===== src/logic/cpuPkg.sv =====
`default_nettype none

package cpuPkg;

  typedef logic [31:0] wordT;
  typedef logic [3:0]  regNumT;   // 16-entry bank, low four bits of each field

  typedef enum logic [6:0] {
    opImm    = 7'b0010011,
    opReg    = 7'b0110011,
    opBranch = 7'b1100011,
    opLui    = 7'b0110111,
    opAuipc  = 7'b0010111,
    opJal    = 7'b1101111,
    opJalr   = 7'b1100111
  } opcodeT;

  typedef enum logic [3:0] {
    aluAdd      = 4'h0,
    aluSub      = 4'h1,
    aluOr       = 4'h2,
    aluXor      = 4'h3,
    aluAnd      = 4'h4,
    aluLessU    = 4'h5,
    aluLess     = 4'h6,
    aluShrU     = 4'h7,
    aluShrS     = 4'h8,
    aluShlU     = 4'h9,
    aluShlS     = 4'hA,
    aluGeU      = 4'hB,
    aluGe       = 4'hC,
    aluEqual    = 4'hD,
    aluNotEqual = 4'hE
  } aluOpT;

  // What goes to rd
  typedef enum logic [1:0] {
    resNone,
    resAlu,
    resImm,
    resPcPlus4
  } resultSelT;

  typedef enum logic [1:0] {
    pcSeq,
    pcBranch,
    pcJal,
    pcJalr
  } nextPcSelT;

  typedef struct packed {
    wordT      pc;
    regNumT    rs1;
    regNumT    rs2;
    regNumT    rd;
    wordT      imm;
    aluOpT     aluOp;
    logic      useImm;    // ALU Y is the immediate
    logic      usePc;     // ALU X is the PC
    resultSelT resultSel;
    nextPcSelT nextPcSel;
  } decodedT;

  localparam wordT resetPc    = 32'h0000_0000;
  localparam wordT instrBytes = 32'd4;

endpackage

`default_nettype wire


===== src/logic/decodeIf.sv =====
`default_nettype none

// Decoded instruction from decoder to execute unit
interface decodeIf import cpuPkg::*; ();

  logic    valid;
  logic    ready;
  decodedT instr;   // Held stable while valid waits for ready

  modport decoder (
    output valid,
    output instr,
    input  ready
  );

  modport execute (
    input  valid,
    input  instr,
    output ready
  );

endinterface

`default_nettype wire


===== src/logic/instrDecoder.sv =====
`default_nettype none

module instrDecoder import cpuPkg::*; (
  input  wire        clk,
  input  wire        reset,
  input  wire        fetchReq,
  input  wire wordT  fetchPc,
  input  wire        fetchReady,
  input  wire wordT  fetchData,
  output logic       fetchValid,
  output wordT       fetchAddr,
  decodeIf.decoder   dec
);

  logic [2:0] funct3;
  logic       altBit;      // funct7 bit 5, also imm bit 10 for srai
  wordT       immI;
  wordT       immU;
  wordT       immB;
  wordT       immJ;
  decodedT    decoded;

  assign funct3 = fetchData[14:12];
  assign altBit = fetchData[30];

  // Shift immediates stay unextended
  assign immI = (fetchData[6:0] == opImm && (funct3 == 3'd1 || funct3 == 3'd5))
                ? {20'b0, fetchData[31:20]}
                : {{20{fetchData[31]}}, fetchData[31:20]};
  assign immU = {fetchData[31:12], 12'b0};
  assign immB = {{19{fetchData[31]}}, fetchData[31], fetchData[7], fetchData[30:25],
                 fetchData[11:8], 1'b0};
  assign immJ = {{11{fetchData[31]}}, fetchData[31], fetchData[19:12], fetchData[20],
                 fetchData[30:21], 1'b0};

  // Shared funct3 map of the two ALU groups
  function automatic aluOpT aluOpFor(input logic [2:0] f3, input logic alt);
    case (f3)
      3'd0:    aluOpFor = alt ? aluSub : aluAdd;
      3'd1:    aluOpFor = aluShlU;
      3'd2:    aluOpFor = aluLess;
      3'd3:    aluOpFor = aluLessU;
      3'd4:    aluOpFor = aluXor;
      3'd5:    aluOpFor = alt ? aluShrS : aluShrU;
      3'd6:    aluOpFor = aluOr;
      default: aluOpFor = aluAnd;
    endcase
  endfunction

  always_comb
  begin
    decoded           = '0;
    decoded.pc        = fetchAddr;
    decoded.rs1       = fetchData[18:15];
    decoded.rs2       = fetchData[23:20];
    decoded.rd        = fetchData[10:7];
    decoded.aluOp     = aluAdd;
    decoded.resultSel = resNone;
    decoded.nextPcSel = pcSeq;
    case (opcodeT'(fetchData[6:0]))
      opImm:
      begin
        decoded.imm       = immI;
        decoded.aluOp     = aluOpFor(funct3, (funct3 == 3'd5) && altBit);  // No subi
        decoded.useImm    = 1'b1;
        decoded.resultSel = resAlu;
      end
      opReg:
      begin
        decoded.aluOp     = aluOpFor(funct3, altBit);
        decoded.resultSel = resAlu;
      end
      opBranch:
      begin
        decoded.imm = immB;
        case (funct3)
          3'd0:    decoded.aluOp = aluEqual;
          3'd1:    decoded.aluOp = aluNotEqual;
          3'd4:    decoded.aluOp = aluLess;
          3'd5:    decoded.aluOp = aluGe;
          3'd6:    decoded.aluOp = aluLessU;
          default: decoded.aluOp = aluGeU;
        endcase
        if (funct3 != 3'd2 && funct3 != 3'd3)
          decoded.nextPcSel = pcBranch;   // Reserved conditions fall through
      end
      opLui:
      begin
        decoded.imm       = immU;
        decoded.resultSel = resImm;
      end
      opAuipc:
      begin
        decoded.imm       = immU;
        decoded.useImm    = 1'b1;
        decoded.usePc     = 1'b1;
        decoded.resultSel = resAlu;
      end
      opJal:
      begin
        decoded.imm       = immJ;
        decoded.resultSel = resPcPlus4;
        decoded.nextPcSel = pcJal;
      end
      opJalr:
      begin
        decoded.imm       = immI;
        decoded.useImm    = 1'b1;
        decoded.resultSel = resPcPlus4;
        decoded.nextPcSel = pcJalr;
      end
      default:
      begin
        decoded.resultSel = resNone;    // Unknown opcode is a no-op
      end
    endcase
  end

  always_ff @(posedge clk)
  begin
    if (reset)
    begin
      fetchValid <= 1'b0;
      dec.valid  <= 1'b0;
    end
    else
    begin
      if (fetchReq)
      begin
        fetchValid <= 1'b1;
        fetchAddr  <= fetchPc;
      end
      else if (fetchValid && fetchReady)
      begin
        fetchValid <= 1'b0;
        dec.instr  <= decoded;
        dec.valid  <= 1'b1;
      end
      if (dec.valid && dec.ready)
        dec.valid <= 1'b0;       // Handed to execute
    end
  end

  // Bus request holds under back-pressure
  assert property (@(posedge clk) disable iff (reset)
    fetchValid && !fetchReady |=> fetchValid && $stable(fetchAddr));

endmodule

`default_nettype wire


===== src/logic/aluUnit.sv =====
`default_nettype none

module aluUnit import cpuPkg::*; (
  input  wire aluOpT op,
  input  wire wordT  x,
  input  wire wordT  y,
  output wordT       result
);

  logic [4:0] shamt;
  logic       lessS;
  logic       lessU;
  logic       equal;

  assign shamt = y[4:0];
  assign lessS = $signed(x) < $signed(y);
  assign lessU = x < y;
  assign equal = x == y;

  always_comb
  begin
    case (op)
      aluAdd:
        result = x + y;
      aluSub:
        result = x - y;
      aluOr:
        result = x | y;
      aluXor:
        result = x ^ y;
      aluAnd:
        result = x & y;
      aluLessU:
        result = {31'b0, lessU};
      aluLess:
        result = {31'b0, lessS};
      aluShrU:
        result = x >> shamt;
      aluShrS:
        result = wordT'($signed(x) >>> shamt);
      aluShlU,
      aluShlS:
        result = x << shamt;      // Left shift is the same either way
      aluGeU:
        result = {31'b0, !lessU};
      aluGe:
        result = {31'b0, !lessS};
      aluEqual:
        result = {31'b0, equal};
      aluNotEqual:
        result = {31'b0, !equal};
      default:
        result = '0;
    endcase
  end

endmodule

`default_nettype wire


===== src/logic/executeUnit.sv =====
`default_nettype none

module executeUnit import cpuPkg::*; (
  input  wire        clk,
  input  wire        reset,
  input  wire wordT  regOutA,
  input  wire wordT  regOutB,
  input  wire wordT  aluO,
  output regNumT     regNumA,
  output regNumT     regNumB,
  output aluOpT      aluOp,
  output wordT       aluX,
  output wordT       aluY,
  output logic       regWriteValid,
  output regNumT     regWriteNum,
  output wordT       regWriteData,
  output logic       fetchReq,
  output wordT       fetchPc,
  decodeIf.execute   dec
);

  typedef enum logic {
    sIdle,
    sExec
  } stateT;

  stateT     state;
  wordT      curPc;
  wordT      curImm;
  regNumT    curRd;
  resultSelT curResultSel;
  nextPcSelT curNextPcSel;
  wordT      pcPlus4;
  wordT      target;
  wordT      nextPc;
  wordT      writeData;

  // Operands read straight from the offered instruction
  assign regNumA   = dec.instr.rs1;
  assign regNumB   = dec.instr.rs2;
  assign dec.ready = (state == sIdle);

  assign pcPlus4 = curPc + instrBytes;
  assign target  = curPc + curImm;

  always_comb
  begin
    case (curNextPcSel)
      pcBranch: nextPc = aluO[0] ? target : pcPlus4;   // Compare result in bit 0
      pcJal:    nextPc = target;
      pcJalr:   nextPc = {aluO[31:1], 1'b0};
      default:  nextPc = pcPlus4;
    endcase
  end

  always_comb
  begin
    case (curResultSel)
      resImm:     writeData = curImm;
      resPcPlus4: writeData = pcPlus4;
      default:    writeData = aluO;
    endcase
  end

  always_ff @(posedge clk)
  begin
    if (reset)
    begin
      state         <= sIdle;
      regWriteValid <= 1'b0;
      fetchReq      <= 1'b1;       // First fetch request leaves reset with us
      fetchPc       <= resetPc;
    end
    else
    begin
      regWriteValid <= 1'b0;
      fetchReq      <= 1'b0;
      case (state)
        sIdle:
        begin
          if (dec.valid)
          begin
            curPc        <= dec.instr.pc;
            curImm       <= dec.instr.imm;
            curRd        <= dec.instr.rd;
            curResultSel <= dec.instr.resultSel;
            curNextPcSel <= dec.instr.nextPcSel;
            aluOp        <= dec.instr.aluOp;
            aluX         <= dec.instr.usePc ? dec.instr.pc : regOutA;
            aluY         <= dec.instr.useImm ? dec.instr.imm : regOutB;
            state        <= sExec;
          end
        end
        sExec:
        begin
          // Commit and ask for the next instruction together
          regWriteValid <= (curResultSel != resNone);
          regWriteNum   <= curRd;
          regWriteData  <= writeData;
          fetchReq      <= 1'b1;
          fetchPc       <= nextPc;
          state         <= sIdle;
        end
        default:
          state <= sIdle;
      endcase
    end
  end

  // Nothing of the previous instruction overlaps a new transfer
  assert property (@(posedge clk) disable iff (reset)
    (dec.valid && dec.ready) |-> !(regWriteValid || fetchReq));

endmodule

`default_nettype wire


===== src/logic/registerBank.sv =====
`default_nettype none

module registerBank import cpuPkg::*; (
  input  wire         clk,
  input  wire         reset,
  input  wire regNumT regNumA,
  input  wire regNumT regNumB,
  input  wire         writeValid,
  input  wire regNumT writeNum,
  input  wire wordT   writeData,
  output wordT        regOutA,
  output wordT        regOutB
);

  wordT regs [16];

  assign regOutA = regs[regNumA];
  assign regOutB = regs[regNumB];

  always_ff @(posedge clk)
  begin
    if (reset)
    begin
      for (int i = 0; i < 16; i++)
      begin
        regs[i] <= '0;
      end
    end
    else if (writeValid && writeNum != '0)
    begin
      regs[writeNum] <= writeData;   // x0 stays zero
    end
  end

  // x0 reads as zero on both ports
  assert property (@(posedge clk) disable iff (reset)
    regNumA == '0 |-> regOutA == '0);

  assert property (@(posedge clk) disable iff (reset)
    regNumB == '0 |-> regOutB == '0);

endmodule

`default_nettype wire


===== src/logic/rv32Core.sv =====
`default_nettype none

module rv32Core import cpuPkg::*; (
  input  wire        clk,
  input  wire        reset,
  input  wire        fetchReady,
  input  wire wordT  fetchData,
  output logic       fetchValid,
  output wordT       fetchAddr,
  output logic       regWriteValid,
  output regNumT     regWriteNum,
  output wordT       regWriteData
);

  logic   fetchReq;
  wordT   fetchPc;
  regNumT regNumA;
  regNumT regNumB;
  wordT   regOutA;
  wordT   regOutB;
  aluOpT  aluOp;
  wordT   aluX;
  wordT   aluY;
  wordT   aluO;

  decodeIf decBus ();

  instrDecoder decoder (
    .clk        (clk),
    .reset      (reset),
    .fetchReq   (fetchReq),
    .fetchPc    (fetchPc),
    .fetchReady (fetchReady),
    .fetchData  (fetchData),
    .fetchValid (fetchValid),
    .fetchAddr  (fetchAddr),
    .dec        (decBus.decoder)
  );

  executeUnit execute (
    .clk           (clk),
    .reset         (reset),
    .regOutA       (regOutA),
    .regOutB       (regOutB),
    .aluO          (aluO),
    .regNumA       (regNumA),
    .regNumB       (regNumB),
    .aluOp         (aluOp),
    .aluX          (aluX),
    .aluY          (aluY),
    .regWriteValid (regWriteValid),
    .regWriteNum   (regWriteNum),
    .regWriteData  (regWriteData),
    .fetchReq      (fetchReq),
    .fetchPc       (fetchPc),
    .dec           (decBus.execute)
  );

  aluUnit alu (
    .op     (aluOp),
    .x      (aluX),
    .y      (aluY),
    .result (aluO)
  );

  // Commit port doubles as the bank write port
  registerBank regBank (
    .clk        (clk),
    .reset      (reset),
    .regNumA    (regNumA),
    .regNumB    (regNumB),
    .writeValid (regWriteValid),
    .writeNum   (regWriteNum),
    .writeData  (regWriteData),
    .regOutA    (regOutA),
    .regOutB    (regOutB)
  );

endmodule

`default_nettype wire


===== config.mk =====
export PLATFORM = sky130hd
export DESIGN_NAME = rv32Core
export DESIGN_NICKNAME = d
export VERILOG_FILES = /design/src/logic/cpuPkg.sv /design/src/logic/decodeIf.sv /design/src/logic/instrDecoder.sv /design/src/logic/aluUnit.sv /design/src/logic/executeUnit.sv /design/src/logic/registerBank.sv /design/src/logic/rv32Core.sv
export SDC_FILE = /design/constraint.sdc
export NUM_CORES = 2
export LEC_CHECK = 0
export BUFFER_PORTS_ARGS = -buffer_cell sky130_fd_sc_hd__buf_4
export CORE_MARGIN = 2
export CORE_UTILIZATION = 30
export CTS_CLUSTER_SIZE = 25
export DETAILED_ROUTE_END_ITERATION = 10
export PLACE_DENSITY_LB_ADDON = 0.25
export SLEW_MARGIN = 20
export SYNTH_ARGS = -nofsm -noshare
export SYNTH_HDL_FRONTEND = slang
export SYNTH_SLANG_ARGS = --single-unit

===== constraint.sdc =====
create_clock -name clk -period 6.84 [get_ports clk]
set_clock_uncertainty 0.1 [all_clocks]
set_input_delay 0.684 -clock clk [delete_from_list [all_inputs] [get_ports clk]]
set_output_delay 0.684 -clock clk [all_outputs]
set_load 0.1 [all_outputs]

Word-level counts from Yosys, hierarchy flattened --
Memory sizes are Yosys's and may differ from the RTL's. A register that Yosys moved wholly into a read port is not among the register bits. Cells that the tools add are included.
Cells by class: muxes and demuxes 36, magnitude comparators 2, multipliers 0, shift operators 3, add/sub/neg operators 4, eq/ne operators 35, div/mod/pow operators 0, bitwise operators 6, reductions and logical operators 29
Operator list (number):
- $pmux 32 s14 | 1
- $mux 32 | 5
- $pmux 32 s4 | 1
- $pmux 32 s3 | 1
- $add 32x32->32 | 2
- $lt 32x32->1 | 2
- $pmux 32 s2 | 1
- $pmux 4 s7 | 2
- $add 32x3->32 const B | 1
- $and 32x32->32 | 1
- $eq 32x32->1 | 1
- $or 32x32->32 | 1
- $reduce_or 32->1 | 1
- $shl 32x5->32 | 1
- $shr 32x5->32 | 1
- $sshr 32x5->32 | 1
- $sub 32x32->32 | 1
- $xor 32x32->32 | 1
- $eq 4x4->1 const B | 7
- $eq 7x7->1 const B | 3
- $mux 4 | 5
- $pmux 4 s5 | 1
- $eq 4x3->1 const B | 4
- $mux 1 | 15
- 25 further kinds | 55
Word-level totals: memories kept 1, bits in read-only memories 0, output and inout port bits 70, register bits 331, bits in latches 0, word-level logic and storage cells 143, bits of input ports 35, bits in writable memories 512
Memory list:
- regBank.regs | words 16, bits a word 32, rd ports 2, clocked after Yosys merged registers in 2, wr ports 16, RTL line registerBank.sv:15 | wordT regs [16];

Depth between registers and ports, before layout --
depth after elaboration 7, mapped depth 18, gate-level depth less buffers 13

Cells and area by module --
A second synthesis with hierarchy kept.
Second synthesis, totals: cells, all modules 4152, area, all modules 50546.0 um^2
By module, submodules not included:
- registerBank | cells an instance 1652, instances 1, area each 26330.3 um^2, seq. area each 15374.7 um^2
- executeUnit | cells an instance 879, instances 1, area each 10517.6 um^2, seq. area each 5985.7 um^2
- aluUnit | cells an instance 1355, instances 1, area each 9123.8 um^2, seq. area each 0.0 um^2
- instrDecoder | cells an instance 266, instances 1, area each 4574.4 um^2, seq. area each 3583.4 um^2

Worst setup path before layout --
OpenSTA, ideal clock, no wires.
path kind register to register, start point reg decoder.fetchValid, end point reg with a tool-made name, arrival time 5738 ps, cell stages (with the launch flop) 4, setup slack 924 ps, setup time 78 ps, path buffers 0, required time 6662 ps, clock period less this slack 5916 ps, cell sequence dfxtp_1 nand3b_1 nor2_1 mux2_2
RTL lines:
- start: declaration | RTL line instrDecoder.sv:10 | output logic fetchValid,
- start signal: assignment | RTL line instrDecoder.sv:123 | fetchValid <= 1'b0;
- start signal: assignment | RTL line instrDecoder.sv:130 | fetchValid <= 1'b1;
- start signal: assignment | RTL line instrDecoder.sv:135 | fetchValid <= 1'b0;

Worst setup path in the final report --
start point reg execute.aluX[27], end point reg execute.fetchPc[31]
Between the ends: longest elaborated chain between the ends 5, elaborated cells between the ends (all ways) 14, classes of those cells add/sub: 2; order compare: 2; eq/ne: 1; shift: 3; mux: 3; reduce/logical: 3
Ends and longest elaborated chain:
- start: declaration | RTL line executeUnit.sv:12 | output wordT aluX,
- start signal: assignment | RTL line executeUnit.sv:89 | aluX <= dec.instr.usePc ? dec.instr.pc : regOutA;
- $lt 32x32->1 (tied with other cells) | RTL line aluUnit.sv:16 | assign lessS = $signed(x) < $signed(y);
- $logic_not 1->1 (on tied branches) | RTL line aluUnit.sv:47, aluUnit.sv:45, aluUnit.sv:51
- $pmux 32 s14 (*) | RTL line aluUnit.sv:22 | case (op)
- $mux 32 | RTL line executeUnit.sv:49 | pcBranch: nextPc = aluO[0] ? target : pcPlus4;
- $pmux 32 s3 (*) | RTL line executeUnit.sv:48 | case (curNextPcSel)
- end signal: assignment | RTL line executeUnit.sv:72 | fetchPc <= resetPc;
- end signal: assignment | RTL line executeUnit.sv:101 | fetchPc <= nextPc;
- end: declaration | RTL line executeUnit.sv:18 | output wordT fetchPc,
Mark *: on every way between the ends. The rest lies on a longest branch, timed or not. A chain may end at the register's enable or synchronous reset.

==> results.tsv <==
stage	metric	value	unit
place	place.gp.congestion	0.944	
power_and_ir_drop	switchingPower	2790	uW
grt	grt_pass1_wl	268	mm
grt	grt_start_max_net_pins	131	
power_and_ir_drop	swShare	23.7	%
timing	hold_viol	0	
critical_path	critical_path_required	7320	ps
power_and_ir_drop	p_leak	0.0202	uW
critical_path	cp-end-kind	flop	
logic_synthesis	synth_cell_type_count	94	
timing	fmax	189	MHz
critical_path	worst-path-buf-inv	2	
layout	fin_nets	4148	
critical_path	path_common_cell	inv_1	
logic_synthesis	yosys.area.top_type_share	47.3	%
logic_synthesis	synthFlopType	edfxtp_1	
logic_synthesis	synth_area	51100	um^2
critical_path	cpMaxStageDelayCell	a221oi_1	
clock_tree	clk_latency	720	ps
power_and_ir_drop	combPwrFrac	6.4	%
power_and_ir_drop	powerDensity	205	nW/um^2
run_status	status	completed	
clock_tree	cts_sinks	851	
critical_path	start_kind	flop	
layout	final_cells	6277	
clock_tree	cts_tree	built	
grt	overflow	0	
detailed_routing	drt-total-wl	190	mm
logic_synthesis	yosysTopAreaCell	edfxtp_1	
clock_tree	cts_hold_buf	0	
power_and_ir_drop	internal-power	8980	uW
timing	rsz0062_at_grt	false	
timing	tightest_slew	1150	ps
timing	maxSlewViolCount	0	
critical_path	path_class	flop to flop	
timing	setup_violations	0	
logic_synthesis	syn_avg_cell_area	12.8	um^2
floorplanning	core	169000	um^2
timing	fin_tns_setup	0	ps
grt	grt_pass1_vias	34578	
layout	areaGrowthSynthToFinish	12.3	%
critical_path	crit_chain	inv_1 -> ha_1 -> inv_1 -> a21oi_1 -> o31ai_1 -> a221oi_1 -> a21bo_2 -> nand4_1 -> a31oi_4 -> or2_1 -> o21ai_0 -> a221o_1	
logic_synthesis	synth_edf_count	806	
clock_tree	cts-root-buf	clkbuf_16	
logic_synthesis	syn-instance-count	4003	
detailed_routing	wire_per_inst	30.2	um
power_and_ir_drop	finalPower	11800	uW
logic_synthesis	yosysSeqAreaShare	49.1	%
layout	drive_gt1_share	21.5	%
floorplanning	die_area	174000	um^2
logic_synthesis	synthArstFlopShare	0	%
hold_path	min_path_type	primary input to flop	
logic_synthesis	yosys-top-cells-area	edfxtp_1 (47%), mux4_2 (17%), and2_1 (6.0%)	
floorplanning	ios	105	
job	timing.max_cap.violations	0	
critical_path	cp_max_fo	17	
detailed_routing	ant_nets	0	
critical_path	critical_path.max_stage_delay	790	ps
logic_synthesis	yosysWarningCount	0	
clock_tree	cts_made_buffers	95	
detailed_routing	drc_errors	0	
power_and_ir_drop	peakVddDrop	0.000170	V
place	port-buffer-count	104	
critical_path	crit_arrival	5770	ps
place	place_hpwl	127	mm
timing	maxSlewHeadroom	23.0	%
power_and_ir_drop	power_frac_seq	50.2	%
timing	hold_slack	74.6	ps
timing	fin_crit	5290	ps
logic_synthesis	yosysMostFrequentCell	edfxtp_1	
floorplanning	rows	151	
floorplanning	die_y	417	um
clock_tree	path_clk_slew	60	ps
clock_tree	cts-resized-gates	0	
clock_tree	cts_max_level	3	
layout	fin_util	33.9	%
detailed_routing	drt_iter0_drc	4298	
grt	antenna_found_initial	18	
logic_synthesis	synth_common_cells	edfxtp_1 (806), and2_1 (494), mux4_2 (380)	
logic_synthesis	ys_ff_latch	851	
clock_tree	post_cts_buffers	0	
place	dp_cells	6096	
power_and_ir_drop	pwr-share-clk	43.4	%
floorplanning	floorplan.initialDensity	30.2	%
grt	track_usage	21.5	%
timing	fin_crit_sh	77.3	%
detailed_routing	viasPerCell	5.62	
clock_tree	clockBufferDepth	3	
detailed_routing	vias	35278	
floorplanning	die_w	417	um
detailed_routing	detail_route.first_pass.iterations	6	
critical_path	cp_top_family	compound AO/OA/AOI/OAI gates	
## final cells by class
type	count	area, um^2
Antenna cell	10	25.0
Multi-Input combinational cell	2718	24500
Timing Repair Buffer	193	1540
Sequential cell	851	25100
Clock buffer	121	2510
Tap cell	2218	2780
Fill cell	16637	112000
Inverter	116	437
Clock inverter	50	519
## layer usage
metal / wire, um / vias up / GRT usage [%] / share of wire (%)
met5: 31 / - / 0 / 0.016
met4: 6890 / 6 / 7.08 / 3.6
met3: 11400 / 295 / 2.91 / 6.0
met2: 92200 / 1367 / 36.0 / 49
met1: 79400 / 18305 / 28.7 / 42
li1: - / 15305 / - / -
## stage by stage
step	setup WS, ps	instance area (um^2)
after floorplan	924	51300
after global placement	1620	54300
after detailed placement	1610	54400
after CTS	1610	57400
after global routing	1360	57400
final	1550	57400
## worst paths after layout
check | startpoint | end | slack (ps) | cells after the start
setup / recovery | execute.aluX[27] | execute.fetchPc[31] | 1550 | 12
hold / removal | fetchData[7] | decoder.dec.instr[42] | 70 | 1
hold reg to reg | decoder.dec.instr[0] | execute.curNextPcSel[0] | 320 | 0
setup reg to reg | execute.aluX[27] | execute.fetchPc[31] | 1550 | 12
## worst reg2reg max path: cells and delay by family, from the launching register on
family | cells | cell delay (ps)
compound gates | 7 | 2660
simple gates | 2 | 940
flops | 1 | 620
fa+ha+maj | 1 | 610
buf+inv | 2 | 250
## registers in the layout, indices dropped and copies added (netlist names), 2 cells and up, named ones only
name	count
decoder.fetchAddr	32
execute.regWriteData	32
execute.curRd	4
execute.regWriteNum	4
execute.fetchPc	32
regBank.regs	512
execute.curImm	32
execute.curPc	32
execute.curResultSel	2
execute.curNextPcSel	2
execute.aluOp	4
execute.aluY	32
execute.aluX	32
decoder.dec.instr	86
## cell families after synthesis
family / after synthesis / share of synthesized area, %
adders and majority gates: 138 / 3.42
xor gates and xnor gates: 73 / 1.25
buffers and inverters: 465 / 3.85
AOI/OAI and AO/OA: 746 / 9.97
muxes: 530 / 20.0
and+or+nand+nor: 1199 / 12.4
other: 1 / 0.00733
DFF: 851 / 49.1
## power by group through the flow
stage | Combinational (uW) | Sequential [uW] | Clock, uW
3_5_place_dp | 750 | 6020 | 0
5_1_grt | 781 | 5920 | 5380
3_3_place_gp | 751 | 6010 | 0
4_1_cts | 752 | 5910 | 5190
6_report | 752 | 5910 | 5100
2_1_floorplan | 466 | 5990 | 0
## cell usage in the layout (no fill, tap or decap), drive strengths merged, types with 12 or more instances in the layout
cell	instances
inv	117
o21bai	13
nand4	20
a22o	12
dfxtp	45
nand2	223
and3	20
o21ai	153
a21oi	156
nor4	20
a31oi	27
a21o	63
clkinv	38
nor3	44
a221oi	19
o31ai	26
nand3	59
ha	135
xor2	25
nor2	215
o21a	15
conb	32
mux2	90
mux2i	56
and2	497
nand2b	20
xnor2	48
clkbuf	121
mux4	384
or3	17
edfxtp	806
o221ai	16
nor2b	27
o22ai	14
o211ai	53
buf	193
a211oi	39
Power figures use the tool's default switching activity.
